`config.mk`:
```
export PLATFORM = sky130hd
export DESIGN_NAME = ahbLiteSlaveMux
export DESIGN_NICKNAME = d
export VERILOG_FILES = /design/src/hw/ahbLitePkg.sv /design/src/hw/ahbLiteSlaveMux.sv
export SDC_FILE = /design/constraint.sdc
export NUM_CORES = 1
export LEC_CHECK = 0
export BUFFER_PORTS_ARGS = -buffer_cell sky130_fd_sc_hd__buf_2
export CAP_MARGIN = 15
export CORE_ASPECT_RATIO = 0.8
export CORE_MARGIN = 2
export CORE_UTILIZATION = 30
export CTS_BUF_LIST = sky130_fd_sc_hd__clkbuf_8
export DETAILED_ROUTE_END_ITERATION = 7
export GPL_ROUTABILITY_DRIVEN = 0
export PLACE_DENSITY = 0.88
export SYNTH_ARGS = -nofsm -noshare
export SYNTH_HDL_FRONTEND = slang
export SYNTH_SLANG_ARGS = --single-unit
```
`constraint.sdc`:
```
create_clock -name HCLK -period 1.2 [get_ports HCLK]
set_input_delay 0 -clock HCLK [delete_from_list [all_inputs] [get_ports HCLK]]
set_output_delay 0 -clock HCLK [all_outputs]
set_load 0.01 [all_outputs]
```
`src/hw/ahbLitePkg.sv`:
```
package ahbLitePkg;

    // Bus encodings ------------------------
    typedef enum logic [1:0] {
        idle   = 2'b00,
        busy   = 2'b01,
        nonSeq = 2'b10,
        seq    = 2'b11
    } hTransE;

    typedef enum logic [2:0] {
        sizeByte = 3'b000,
        sizeHalf = 3'b001,
        sizeWord = 3'b010
    } hSizeE;

    typedef enum logic [1:0] {
        slaveRam     = 2'd0,
        slaveGpio    = 2'd1,
        slaveTimer   = 2'd2,
        slaveDefault = 2'd3                         // Must stay the top position
    } slaveIdE;

    // Memory map ---------------------------
    localparam int slaveCount   = 4;
    localparam int ramAddrWidth = 10;               // 1 KB, 256 words
    localparam int windowBits   = 12;               // 4 KB peripheral window
    localparam int gpioWidth    = 32;

    localparam logic [31:0] ramBase   = 32'h0000_0000;
    localparam logic [31:0] gpioBase  = 32'h4000_0000;
    localparam logic [31:0] timerBase = 32'h4000_1000;

    localparam logic [windowBits-1:0] gpioOutOfs     = 12'h000;
    localparam logic [windowBits-1:0] gpioDirOfs     = 12'h004;
    localparam logic [windowBits-1:0] gpioInOfs      = 12'h008;
    localparam logic [windowBits-1:0] timerLoadOfs   = 12'h000;
    localparam logic [windowBits-1:0] timerCtrlOfs   = 12'h004;
    localparam logic [windowBits-1:0] timerValueOfs  = 12'h008;
    localparam logic [windowBits-1:0] timerStatusOfs = 12'h00C;

    // Helpers shared by the slaves ---------
    function automatic logic isActive(hTransE trans);
        return (trans == nonSeq) || (trans == seq);  // Busy and idle carry no data
    endfunction

    function automatic logic [3:0] byteLanes(hSizeE size, logic [1:0] addrLow);
        logic [3:0] lanes;
        case (size)
            sizeByte: lanes = 4'b0001 << addrLow;
            sizeHalf: lanes = addrLow[1] ? 4'b1100 : 4'b0011;
            default:  lanes = 4'b1111;
        endcase
        return lanes;
    endfunction

    function automatic logic [31:0] laneMask(logic [3:0] lanes);
        logic [31:0] mask;
        for (int i = 0; i < 4; i++) begin
            mask[i*8 +: 8] = {8{lanes[i]}};         // Byte enable to bit mask
        end
        return mask;
    endfunction

endpackage

```
`src/hw/ahbLiteSlaveMux.sv`:
```
`timescale 1ns/1ps

module ahbLiteSlaveMux (
    input  logic                                     HCLK,
    input  logic                                     rst,
    input  logic                                     hReady,
    input  logic [ahbLitePkg::slaveCount-1:0]        hSel,
    input  ahbLitePkg::hTransE                       hTrans,
    input  logic [ahbLitePkg::slaveCount-2:0]        hReadyOutVec,  // Bus slaves only
    input  logic [ahbLitePkg::slaveCount-2:0]        hRespVec,
    input  logic [(ahbLitePkg::slaveCount-1)*32-1:0] hRDataVec,
    output logic                                     hReadyOut,
    output logic                                     hResp,
    output logic [31:0]                              hRData
);
    import ahbLitePkg::*;

    typedef enum logic {okay, errorSecond} defStateE;

    slaveIdE                selIdx;                 // Address phase owner
    slaveIdE                dataSel;                // Data phase owner
    logic                   dataPhase;
    logic                   defPhase;
    defStateE               defState;
    logic                   defReady;
    logic                   defResp;
    logic [slaveCount-1:0]  readyAll;
    logic [slaveCount-1:0]  respAll;
    logic [slaveCount*32-1:0] rDataAll;

    always_comb begin
        selIdx = slaveDefault;
        for (int i = 0; i < slaveCount; i++) begin
            if (hSel[i]) begin
                selIdx = slaveIdE'(i);              // One-hot to index
            end
        end
    end

    // Data phase tracking ------------------
    always_ff @(posedge HCLK) begin
        if (rst) begin
            dataPhase <= 1'b0;
            dataSel   <= slaveRam;
        end else if (hReady) begin
            dataPhase <= isActive(hTrans);
            if (isActive(hTrans)) begin
                dataSel <= selIdx;
            end
        end
    end

    // Default slave, two-cycle ERROR -------
    assign defPhase = dataPhase && (dataSel == slaveDefault);
    assign defReady = !(defPhase && defState == okay);      // Low in first error cycle
    assign defResp  = defPhase;

    always_ff @(posedge HCLK) begin
        if (rst) begin
            defState <= okay;
        end else if (defState == errorSecond) begin
            defState <= okay;
        end else if (defPhase) begin
            defState <= errorSecond;
        end
    end

    // Response routing, default on top
    assign readyAll = {defReady, hReadyOutVec};
    assign respAll  = {defResp, hRespVec};
    assign rDataAll = {32'h0000_0000, hRDataVec};

    assign hReadyOut = readyAll[dataSel];
    assign hResp     = respAll[dataSel];
    assign hRData    = rDataAll[dataSel*32 +: 32];

endmodule

```
* Yosys cells after proc, flatten, opt, wreduce, memory -nomap -nowiden
Index checks and enable logic that the tools add are counted.
Word-level totals: ROM bits 0, register bits 4, memories 0, RAM bits 0, bits in latches 0
Operators by class: eq/ne operators 3, div/mod/pow operators 0, add/sub/neg operators 0, reductions and logical operators 6, bitwise logic cells 1, muxes and demuxes 9, $lt $le $gt $ge 1, $mul 0, shifts and indexed selects 1
Operator list (count):
- 128-bit by 8-bit indexed part select with 32-bit output | 1
- 2-bit two-way mux | 4
- 2-bit equality test, second input constant | 3
- 1-bit binary-select mux with 2-bit select | 2
- 2-bit by 3-bit < comparator with 1-bit output, second input constant | 1
- 1-bit two-way mux | 3
- 1-bit logical AND | 2
- 2-bit AND reduction | 1
- 2-bit OR reduction | 1
- 1-bit logical NOT | 1
- 1-bit logical OR | 1
- 1-bit inverter | 1

* Logic depth before layout (Yosys ltp)
Gate-level depths: netlist of the first run.
depth in word-level cells 6, mapped depth 6, depth with buffers taken out 3

* Least setup slack after synthesis of the first run
No wires, ideal clock.
path kind reg-to-output, start point register dataSel[0], end point output port hReadyOut, data arrival time 1.000 ns, cell stages (with the launch flop) 3, required time 1.200 ns, path slack 0.200 ns, cells stage by stage dfxtp_1 > buf_6 > mux4_2
Between the ends: longest elaborated chain between the ends 6
Ends and longest elaborated chain:
- start: declaration | RTL line ahbLiteSlaveMux.sv:21 | slaveIdE dataSel;
- start signal: assignment | RTL line ahbLiteSlaveMux.sv:44 | dataSel <= slaveRam;
- start signal: assignment | RTL line ahbLiteSlaveMux.sv:48 | dataSel <= selIdx;
- 2-bit equality test | RTL line ahbLiteSlaveMux.sv:54 | assign defPhase = dataPhase && (dataSel == slaveDefault);
- 1-bit logical AND | RTL line ahbLiteSlaveMux.sv:54
- 1-bit logical AND | RTL line ahbLiteSlaveMux.sv:55 | assign defReady = !(defPhase && defState == okay);
- 1-bit logical NOT | RTL line ahbLiteSlaveMux.sv:55
- 1-bit binary-select mux with 2-bit select (*) | RTL line ahbLiteSlaveMux.sv:73 | assign hReadyOut = readyAll[dataSel];
- 1-bit two-way mux (not written as such) (*) | RTL line ahbLiteSlaveMux.sv:73
- end: declaration | RTL line ahbLiteSlaveMux.sv:12 | output logic hReadyOut,
Mark *: on every way between the ends. The rest lies on a longest branch, timed or not. The select of a mux whose other input is x is not followed.

* Worst setup path in the final report of the first run
start point register dataSel[0], end point output port hResp
Between the ends: longest elaborated chain between the ends 4
Ends and longest elaborated chain:
- 2-bit equality test | RTL line ahbLiteSlaveMux.sv:54
- 1-bit logical AND | RTL line ahbLiteSlaveMux.sv:54
- 1-bit binary-select mux with 2-bit select (*) | RTL line ahbLiteSlaveMux.sv:74 | assign hResp = respAll[dataSel];
- 1-bit two-way mux (not written as such) (*) | RTL line ahbLiteSlaveMux.sv:74
- end: declaration | RTL line ahbLiteSlaveMux.sv:13 | output logic hResp,
Marked as above.

==> metrics.cfg, run 1 <==
[critical_path]
crit_fanout = 6
rrSetupSlack_ns = 0.24
crit_chain = mux4_2 -> buf_2
cp-start-kind = register
crit_type = reg -> out
worst-path-buf-inv = 1
crit_family = multiplexers
cp_data_arrival_time_ns = 1.28
cp.required_ns = 1.20
crit_path_max_incr_delay_ns = 0.50
end_kind = output port
slowest_stage = mux4_2

[floorplanning]
die_area_um2 = 3600
initial_core_util_pct = 30.9
die_h_um = 54.1
num_rows = 18
die_w_um = 66.6
io_pins = 145
core_area_um2 = 3040

[power]
p_leak_nw = 0.902
power_density_nw_per_um2 = 651
clockPowerShare_pct = 24.9
p_sw_mw = 0.406
pwr-share-comb_pct = 61.8
seq_power_share_pct = 13.3
swShare_pct = 35.6
irDropWorstVdd_mv = 0.246
total_power_mw = 1.14
internal-power_mw = 0.735

[placed_design]
placedInstanceArea_um2 = 1670
numPortBuffers = 143
dp_hpwl_mm = 2.74

[logic_synthesis]
synth_top_area_share_pct = 34.1
synth.area.top_cells = mux2i_1 34%, o21ai_1 16%, nand2_1 14%, dfxtp_1 8.5%, buf_6 7.2%
async_flop_share_pct = 0
synth_most_common_cell = nand2_1
synth_fp_nets = 241
yosysSeqAreaShare_pct = 8.52
ys_ff_latch = 4
yosys_most_used_dff = dfxtp_1
synth_cell_types = 17
synth_top_cells_by_count = 34 x nand2_1, 32 x mux2i_1, 30 x o21ai_1
netlist_area_um2 = 940
postSynthAreaPerCell_um2 = 7.23
syn_inst = 130
synth_largest_area_cell = mux2i_1
synth-edff-count = 0
yosys_warnings = 0

[sta]
fmax_mhz = 783
slew_headroom_pct = 83.5
fin_crit_sh_pct = 106
setup_viol = 32
fin_ws_ns = -0.0766
min_period_ns = 1.28
fin_setup_tns_ns = -1.21
fin_skew_ns = 0.00106
rsz0062_at_grt = true
tightestPinTransition_ns = 0.245
hold_violations = 0
final_max_slew_viol_count = 0

[layout]
drive_above_1_share_pct = 59.9
post-route-util_pct = 57.7
multi_input_area_um2 = 744
nNetsFinal = 387
areaGrowthSynthToFinish_pct = 86.6
n_antenna_cell = 0
seq_area_um2 = 87.6
fill_cells = 279
fin_area_um2 = 1750

[worst_hold_path]
hp-class = in -> reg

[route]
drcViolationCount = 0
wire_per_inst_um = 10.5
wl_met2_mm = 1.73
drt_wl_total_mm = 3.31
drt-met1-wl_mm = 1.20
detail_route.iter0.violations = 15
top_layer_used = met4
vias = 1470
drt_first_pass_iters = 4
via_per_inst = 4.68
wl_met3_um = 352
antenna_left = 0

[grt]
grt_first_pass_wirelength_mm = 4.80
grt_overflow_total = 0
antenna_found_initial = 0
grt_pass1_vias = 1260
grt_max_degree = 27
grtUsageTotal_pct = 17.1

[run]
max_cap_violations = 0

[clock_tree]
htreeDepth = 1
path_clk_slew_ns = 0.03
cts.sinks = 4
cts_root_buf = clkbuf_8
clk_path_buf_depth = 2
cts_tree = built
numCtsBuffers = 3
clkLatencyLatePin_ns = 0.22

[outcome]
violations = setup timing
outcome = finished with violations

kinds of logic (layout without fill, tap and decap cells):
family	Yosys count	after routing	share of synthesized area [%]
simple gates	42	42	18.9
mux	34	34	38.9
flops	4	4	8.52
compound gates	37	37	20.1
buf+inv	13	157	13.6
state kept, by name, indices dropped and copies added, names as in the netlist:
register,cells
dataPhase,1
defState,1
dataSel,2
final timing paths:
kind | from | endpoint | cells past startpoint
min | hSel[3] | dataSel[0]$_SDFFE_PP0P_ | 2
max | dataSel[0]$_SDFFE_PP0P_ | hResp | 2
min reg2reg | defState$_SDFF_PP0_ | defState$_SDFF_PP0_ | 2
max reg2reg | dataSel[0]$_SDFFE_PP0P_ | dataSel[0]$_SDFFE_PP0P_ | 4
per-stage QoR:
| stage | setup slack [ns] | hold WS (ns) | cells |
|---|---|---|---|
| floorplan | 0.200 | 0.0691 | 130 |
| finish | -0.0766 | 0.0310 | 314 |
| global placement | 0.0659 | 0.211 | 309 |
| global route | -0.145 | 0.0359 | 314 |
| CTS | -0.0890 | 0.0262 | 313 |
| detailed placement | 0.0410 | 0.215 | 309 |
cell usage in the layout (no fill, tap or decap), drive strengths merged:
cell type,instances
clkbuf,3
dfxtp,4
nand2b,2
mux4,2
inv,1
nor2,2
o21ai,32
nor4,1
dlygate4sd3,1
nor3,2
mux2i,32
o31a,1
nand2,34
a21oi,4
buf,152
nor2b,1
per-layer routing:
metal / up-vias / global-route usage (%)
met2: 91 / 35.0
met1: 623 / 16.8
met3: 5 / 3.35
met5: - / 0
li1: 751 / -
met4: 0 / 7.82
timing repair:
item / CTS / global route
setup endpoints to repair: 34 / 34
resized for setup: 6 / 5
hold buffers: 1 / 0
buffers inserted: 0 / 1
endpoints found under the hold margin: 3 / 0
gates cloned: 0 / 0
pin swaps: 0 / 1
power groups by stage:
stage          registers [mW]  clock network (mW)  logic, mW
2_1_floorplan           0.145                   0      0.380
3_3_place_gp            0.154                   0      0.677
3_5_place_dp            0.155                   0      0.692
4_1_cts                 0.152               0.290      0.701
5_1_grt                 0.153               0.302      0.777
6_report                0.152               0.284      0.706
cell type report:
| class | instances | share of cell area [%] |
|---|---|---|
| repair buffers | 153 | 47.1 |
| clock buffers | 3 | 2.36 |
| multi-input cells | 113 | 42.5 |
| flip-flops and latches | 4 | 5.00 |
| inverters | 1 | 0.214 |
| well taps | 40 | 2.86 |
worst register-to-register path: cells and delay by family, from the launching register on:
kind	cells	cell delay, ns
AOI/OAI and AO/OA	2	0.20
buffers and inverters	1	0.19
DFF	1	0.40
and+or+nand+nor	1	0.11
Note: power is estimated with default switching activity, not from simulation.
==> run 2, diff against run 1 <==
==> constraint.sdc (replaced) <==
create_clock -name HCLK -period 1.2 [get_ports HCLK]
set_input_delay 0 -clock HCLK [delete_from_list [all_inputs] [get_ports HCLK]]
set_output_delay 0 -clock HCLK [all_outputs]
set_load 0.1 [all_outputs]
==> metrics.cfg, run 2 <==
[logic_synthesis]
synth_most_common_cell = nand2_1
syn_inst = 130  ; unchanged
synth_top_cells_by_count = 34 x nand2_1, 32 x mux2i_1, 30 x o21ai_1
synth.area.top_cells = mux2i_1 34%, o21ai_1 16%, nand2_1 14%, dfxtp_1 8.5%, buf_6 7.2%
yosys_warnings = 0  ; unchanged
postSynthAreaPerCell_um2 = 7.23  ; unchanged
synth_largest_area_cell = mux2i_1
netlist_area_um2 = 940  ; unchanged
synth-edff-count = 0  ; unchanged
synth_fp_nets = 241  ; unchanged
yosys_most_used_dff = dfxtp_1
async_flop_share_pct = 0  ; unchanged
synth_cell_types = 17  ; unchanged
synth_top_area_share_pct = 34.1  ; unchanged
ys_ff_latch = 4  ; unchanged
yosysSeqAreaShare_pct = 8.52  ; unchanged

[clock_tree]
cts_hold_buf = 1  ; unchanged
cts_root_buf = clkbuf_8
cts.sinks = 4  ; unchanged
htreeDepth = 1  ; unchanged
post_cts_buffers = 8  ; +8
clk_path_buf_depth = 2  ; unchanged
numCtsBuffers = 3  ; unchanged
cts_resized = 58  ; +52

[floorplanning]
initial_core_util_pct = 30.9  ; unchanged
num_rows = 18  ; unchanged
io_pins = 145  ; unchanged
die_h_um = 54.1  ; unchanged
die_w_um = 66.6  ; unchanged

[placed_design]
numPortBuffers = 143  ; unchanged
dp_hpwl_mm = 4.35  ; +59%
dp_slack_ns = -0.0914  ; -0.132 ns

[outcome]
error = [ERROR DPL-0038] Utilization greater than 100%, impossible to legalize
outcome = aborted with a tool error
haltStage = 4_1_cts

run 2: cell counts after synthesis:
No cell type changed its count.
run 2: kinds of logic after synthesis:
kind of cell,after synthesis,share of synthesized area [%]
and+or+nand+nor,42,18.9
AOI/OAI and AO/OA,37,20.1
muxes,34,38.9
buffers and inverters,13,13.6
DFF,4,8.52
run 2: per-stage QoR:
stage | setup TNS, ns | std cells | hold WS [ns] | utilization [%] | cell area [um2]
after detailed placement | -1.81 | 309 | 0.233 | 84.9 | 2580
after floorplan | -3.59 | 130 | 0.0691 | - | 1360
after global placement | -0.240 | 309 | 0.210 | 84.9 | 2580
==> run 3, diff against run 2 <==
--- a/config.mk
+++ b/config.mk
@@ -7,13 +7,11 @@
 export LEC_CHECK = 0
 export BUFFER_PORTS_ARGS = -buffer_cell sky130_fd_sc_hd__buf_2
 export CAP_MARGIN = 15
-export CORE_ASPECT_RATIO = 0.8
-export CORE_MARGIN = 2
-export CORE_UTILIZATION = 30
-export CTS_BUF_LIST = sky130_fd_sc_hd__clkbuf_8
+export CORE_AREA = 2 2 63 65
 export DETAILED_ROUTE_END_ITERATION = 7
+export DIE_AREA = 0 0 65 67
 export GPL_ROUTABILITY_DRIVEN = 0
-export PLACE_DENSITY = 0.88
+export PLACE_DENSITY_LB_ADDON = 0.15
 export SYNTH_ARGS = -nofsm -noshare
 export SYNTH_HDL_FRONTEND = slang
 export SYNTH_SLANG_ARGS = --single-unit
==> metrics.cfg, run 3 (synthesis gave the netlist of run 1 again) <==
[outcome]
outcome = finished with violations
violations = setup timing

[floorplanning]
die_h_um = 67  ; +24%
num_rows = 22  ; +4
die_w_um = 65  ; -2.4%
initial_core_util_pct = 26.1  ; -4.8 points
core_area_um2 = 3610
io_pins = 145  ; unchanged
die_area_um2 = 4360

[layout]
largest_reg_flops = 2
reg_top3 = dataSel: 2 flops, dataPhase: 1 flops, defState: 1 flops
drive_above_1_share_pct = 87.7
n_antenna_cell = 0
top_register = dataSel
post-route-util_pct = 81.9
final_common_cell = buf_2
layout_common_cells = 109 x buf_2, 38 x buf_12, 32 x o21ai_4
areaGrowthSynthToFinish_pct = 214
fin_area_um2 = 2950
finalNonFillerCells = 332
nNetsFinal = 396

[critical_path]
crit_chain = buf_12 -> nor2b_4 -> buf_12 -> clkbuf_16 -> nand2_2 -> o21ai_4 -> buf_12
cp_data_arrival_time_ns = 1.47
crit_path_max_incr_delay_ns = 0.35
cpMostUsedCell = buf_12
crit_type = reg -> out
slowest_stage = dfxtp_4
critPathLaunch = dataSel[0]$_SDFFE_PP0P_
worst-path-buf-inv = 4
cp.required_ns = 1.20
crit_fanout = 9
r2r_cells = 6
cp-start-kind = register
end_kind = output port
r2r-start = dataSel[0]$_SDFFE_PP0P_
critical_path_depth = 7
crit_family = buffers and inverters

[grt]
grtUsageTotal_pct = 18.6
grt_first_pass_wirelength_mm = 6.42
grt_overflow_total = 0
antenna_found_initial = 0
grt_pass1_vias = 1454
grt_max_degree = 19

[worst_hold_path]
hp-start = hSel[3]
hp-class = in -> reg
holdPathStages = 2

[power]
total_power_mw = 3.02
seq_power_share_pct = 4.9
clockPowerShare_pct = 9.8
swShare_pct = 54.0
pwr-share-comb_pct = 85.3
power_density_nw_per_um2 = 1020
irDropWorstVdd_mv = 0.610
internal-power_mw = 1.39
p_sw_mw = 1.63
p_leak_nw = 1.28

[sta]
tightestPinTransition_ns = 0.353
slew_headroom_pct = 76.5
hold_violations = 0
fin_crit_sh_pct = 122
fin_skew_ns = 0.00593
setup_viol = 34
fmax_mhz = 681
min_period_ns = 1.47
fin_ws_ns = -0.269
final_max_slew_viol_count = 0
rsz0062_at_grt = true
fin_setup_tns_ns = -8.33
whs_ns = 0.0258

[route]
drt_first_pass_iters = 2
detail_route.iter0.violations = 33
vias = 1563
via_per_inst = 4.71
drt_wl_total_mm = 4.68
wire_per_inst_um = 14.1
drcViolationCount = 0
antenna_left = 0

[placed_design]
dp_hpwl_mm = 3.64  ; -16%
placedCellCount = 316  ; +2.3%
dp_slack_ns = -0.0388  ; +0.0526 ns
placedInstanceArea_um2 = 2570  ; -0.39%
numPortBuffers = 143  ; unchanged

[clock_tree]
clk_path_buf_depth = 2  ; unchanged
cts.sinks = 4  ; unchanged
cts_tree = built
htreeDepth = 1  ; unchanged
clkLatencyLatePin_ns = 0.22
cts_root_buf = clkbuf_8
path_clk_slew_ns = 0.03
numCtsBuffers = 3  ; unchanged

[run]
max_cap_violations = 0

run 3: worst paths after layout:
| path | to | slack, ns |
|---|---|---|
| setup / recovery | hRData[26] | -0.27 |
| hold reg to reg | dataPhase$_SDFFE_PP0P_ | 0.49 |
| hold / removal | dataSel[0]$_SDFFE_PP0P_ | 0.03 |
| setup reg to reg | dataSel[0]$_SDFFE_PP0P_ | 0.01 |
run 3: what timing repair did:
action / in CTS / in global routing
buffers inserted: 1 / 8
gates cloned: 0 / 2
endpoints found under the hold margin: 2 / 0
hold buffers: 1 / 0
gates resized for setup: 10 / 46
endpoints found under the setup margin: 34 / 34
run 3: routing by layer:
metal	part of all wire [%]	track usage (%)	routed length (um)
met3	8.5	4.39	397
met2	58	38.4	2700
met4	0	1.60	0
met5	0	0	0
met1	34	19.4	1580
run 3: final cells by class:
type,count,area (um2)
clock buffers,4,45.0
repair buffers,162,1470
fillers,251,652
flip-flops and latches,4,87.6
inverters,1,3.75
multi-input cells,113,1290
well taps,48,60.1
run 3: worst register-to-register path, cell delays in order (launching register included):
cell	delay [ns]
dfxtp_4	0.35
buf_12	0.14
buf_8	0.16
buf_4	0.15
a21oi_1	0.12
nor2_1	0.06
o31a_1	0.09
run 3: power by group through the flow:
stage	clock (mW)	combinational (mW)	sequential (mW)
after floorplan	0	1.59	0.145
after global placement	0	2.38	0.154
after detailed placement	0	2.40	0.154
after CTS	0.303	2.44	0.149
after global routing	0.309	2.65	0.151
final	0.295	2.57	0.149
==> run 4, diff against run 3 <==
--- a/config.mk
+++ b/config.mk
@@ -11,6 +11,7 @@
 export DETAILED_ROUTE_END_ITERATION = 7
 export DIE_AREA = 0 0 65 67
 export GPL_ROUTABILITY_DRIVEN = 0
+export MAX_ROUTING_LAYER = met4
 export PLACE_DENSITY_LB_ADDON = 0.15
 export SYNTH_ARGS = -nofsm -noshare
 export SYNTH_HDL_FRONTEND = slang
==> metrics.cfg, run 4 (synthesis gave the netlist of run 1 again) <==
[power]
p_leak_nw = 1.28  ; unchanged
irDropWorstVdd_mv = 0.609  ; -0.12%
power_density_nw_per_um2 = 1020  ; about the same
total_power_mw = 3.02  ; about the same

[critical_path]
crit_fanout = 9  ; unchanged
cp.required_ns = 1.20  ; about the same
rrSetupSlack_ns = 0.01  ; about the same
r2r-end = dataSel[0]$_SDFFE_PP0P_
crit_type = reg -> out
critical_path_depth = 7  ; unchanged
cp-start-kind = register
slowest_stage = dfxtp_4
crit_family = buffers and inverters
crit_chain = buf_12 -> nor2b_4 -> buf_12 -> clkbuf_16 -> nand2_2 -> o21ai_4 -> buf_12
r2r-start = dataSel[0]$_SDFFE_PP0P_
crit_path_max_incr_delay_ns = 0.35  ; about the same
worst-path-buf-inv = 4  ; unchanged
cpMostUsedCell = buf_12
crit_path_end = hRData[29]
end_kind = output port
cp_data_arrival_time_ns = 1.47  ; about the same
critPathLaunch = dataSel[0]$_SDFFE_PP0P_
r2r_cells = 6  ; unchanged

[sta]
tightestPinTransition_ns = 0.354  ; +0.00141 ns
setup_viol = 34  ; unchanged
hold_violations = 0  ; unchanged
slew_headroom_pct = 76.4  ; -0.094 points
fin_skew_ns = 0.00579  ; -0.000135 ns
fin_setup_tns_ns = -8.33  ; +0.00700 ns
rsz0062_at_grt = true
fin_crit_sh_pct = 122  ; about the same
final_max_slew_viol_count = 0  ; unchanged
min_period_ns = 1.47  ; -0.000737 ns
fin_ws_ns = -0.268  ; +0.000737 ns
fmax_mhz = 681  ; about the same

[placed_design]
numPortBuffers = 143  ; unchanged
placedInstanceArea_um2 = 2570  ; unchanged
dp_hpwl_mm = 3.64  ; unchanged

[layout]
layout_common_cells = 109 x buf_2, 38 x buf_12, 32 x o21ai_4
post-route-util_pct = 81.9  ; unchanged
reg_top3 = dataSel: 2 flops, dataPhase: 1 flops, defState: 1 flops
top_register = dataSel
fin_area_um2 = 2950  ; unchanged
largest_reg_flops = 2  ; unchanged
drive_above_1_share_pct = 87.7  ; unchanged
fill_cells = 251  ; unchanged
nNetsFinal = 396  ; unchanged
final_common_cell = buf_2
areaGrowthSynthToFinish_pct = 214  ; unchanged
n_antenna_cell = 0  ; unchanged

[clock_tree]
cts_root_buf = clkbuf_8
cts_tree = built
clk_path_buf_depth = 2  ; unchanged
numCtsBuffers = 3  ; unchanged
cts.sinks = 4  ; unchanged
htreeDepth = 1  ; unchanged
clkLatencyLatePin_ns = 0.22  ; about the same
path_clk_slew_ns = 0.03  ; about the same

[route]
vias = 1561  ; -0.13%
drt_first_pass_iters = 2  ; unchanged
drt_wl_total_mm = 4.68  ; about the same
antenna_left = 0  ; unchanged
detail_route.iter0.violations = 36  ; +9.1%
wire_per_inst_um = 14.1  ; about the same
via_per_inst = 4.70  ; -0.13%
drcViolationCount = 0  ; unchanged

[grt]
grt_first_pass_wirelength_mm = 6.43  ; +0.20%
grt_max_degree = 19  ; unchanged
grt_pass1_vias = 1454  ; unchanged
grtUsageTotal_pct = 19.1  ; +0.53 points
antenna_found_initial = 0  ; unchanged
grt_overflow_total = 0  ; unchanged

[run]
max_cap_violations = 0  ; unchanged

[floorplanning]
num_rows = 22  ; unchanged
die_h_um = 67  ; unchanged
core_area_um2 = 3610  ; unchanged
initial_core_util_pct = 26.1  ; unchanged
die_w_um = 65  ; unchanged
io_pins = 145  ; unchanged
die_area_um2 = 4360  ; unchanged

[worst_hold_path]
hp-class = in -> reg

[outcome]
violations = setup timing
outcome = finished with violations

run 4: cell counts in the layout (fill, tap and decap cells not counted):
Identical to the previous run, type by type.
run 4: worst register-to-register path: cells and delay by family, from the launching register on:
kind	cells	cell delay, ns
buffers and inverters	3	0.45
DFF	1	0.35
AOI/OAI and AO/OA	2	0.21
and+or+nand+nor	1	0.06
run 4: power by group:
| part | switching (mW) | internal, mW |
|---|---|---|
| sequential | 0.00932 | 0.140 |
| clock | 0.0679 | 0.227 |
| combinational | 1.55 | 1.02 |
| total | 1.63 | 1.39 |
run 4: repair_timing:
item,in CTS,in global routing
buffers inserted,1,8
hold endpoints to repair,2,0
gates cloned,0,2
setup endpoints to repair,34,34
resized for setup,10,46
hold buffers,1,0
run 4: worst min path at each step:
stage | from | to | slack, ns | cells past startpoint
floorplan | rst | dataPhase$_SDFFE_PP0P_ | 0.07 | 1
global placement | rst | dataPhase$_SDFFE_PP0P_ | 0.22 | 2
detailed placement | rst | dataSel[1]$_SDFFE_PP0P_ | 0.22 | 2
CTS | hSel[3] | dataSel[0]$_SDFFE_PP0P_ | 0.02 | 2
global route | hSel[3] | dataSel[0]$_SDFFE_PP0P_ | 0.05 | 2
finish | hSel[3] | dataSel[0]$_SDFFE_PP0P_ | 0.03 | 2
run 4: metrics by stage:
step	setup slack [ns]	cells	hold WS, ns
floorplan	-0.127	130	0.0691
global placement	-0.0243	316	0.218
finish	-0.268	332	0.0260
CTS	-0.255	322	0.0204
global route	-0.323	332	0.0502
detailed placement	-0.0388	316	0.216
run 4: layout make-up:
| type | instances | area [um2] | area share, % |
|---|---|---|---|
| clock buffer | 4 | 45.0 | 1.52 |
| inverter | 1 | 3.75 | 0.127 |
| multi-input combinational | 113 | 1290 | 43.7 |
| sequential | 4 | 87.6 | 2.96 |
| tap | 48 | 60.1 | 2.03 |
| timing repair buffer | 162 | 1470 | 49.7 |
run 4: per-layer routing:
layer  GRT usage (%)  routed length [um]  vias to the layer above
li1                -                   -                      769
met1            20.5                1640                      721
met2            38.3                2700                       71
met3            2.87                 348                        0
met4            1.60                   0                        0
met5               -                   0                        -
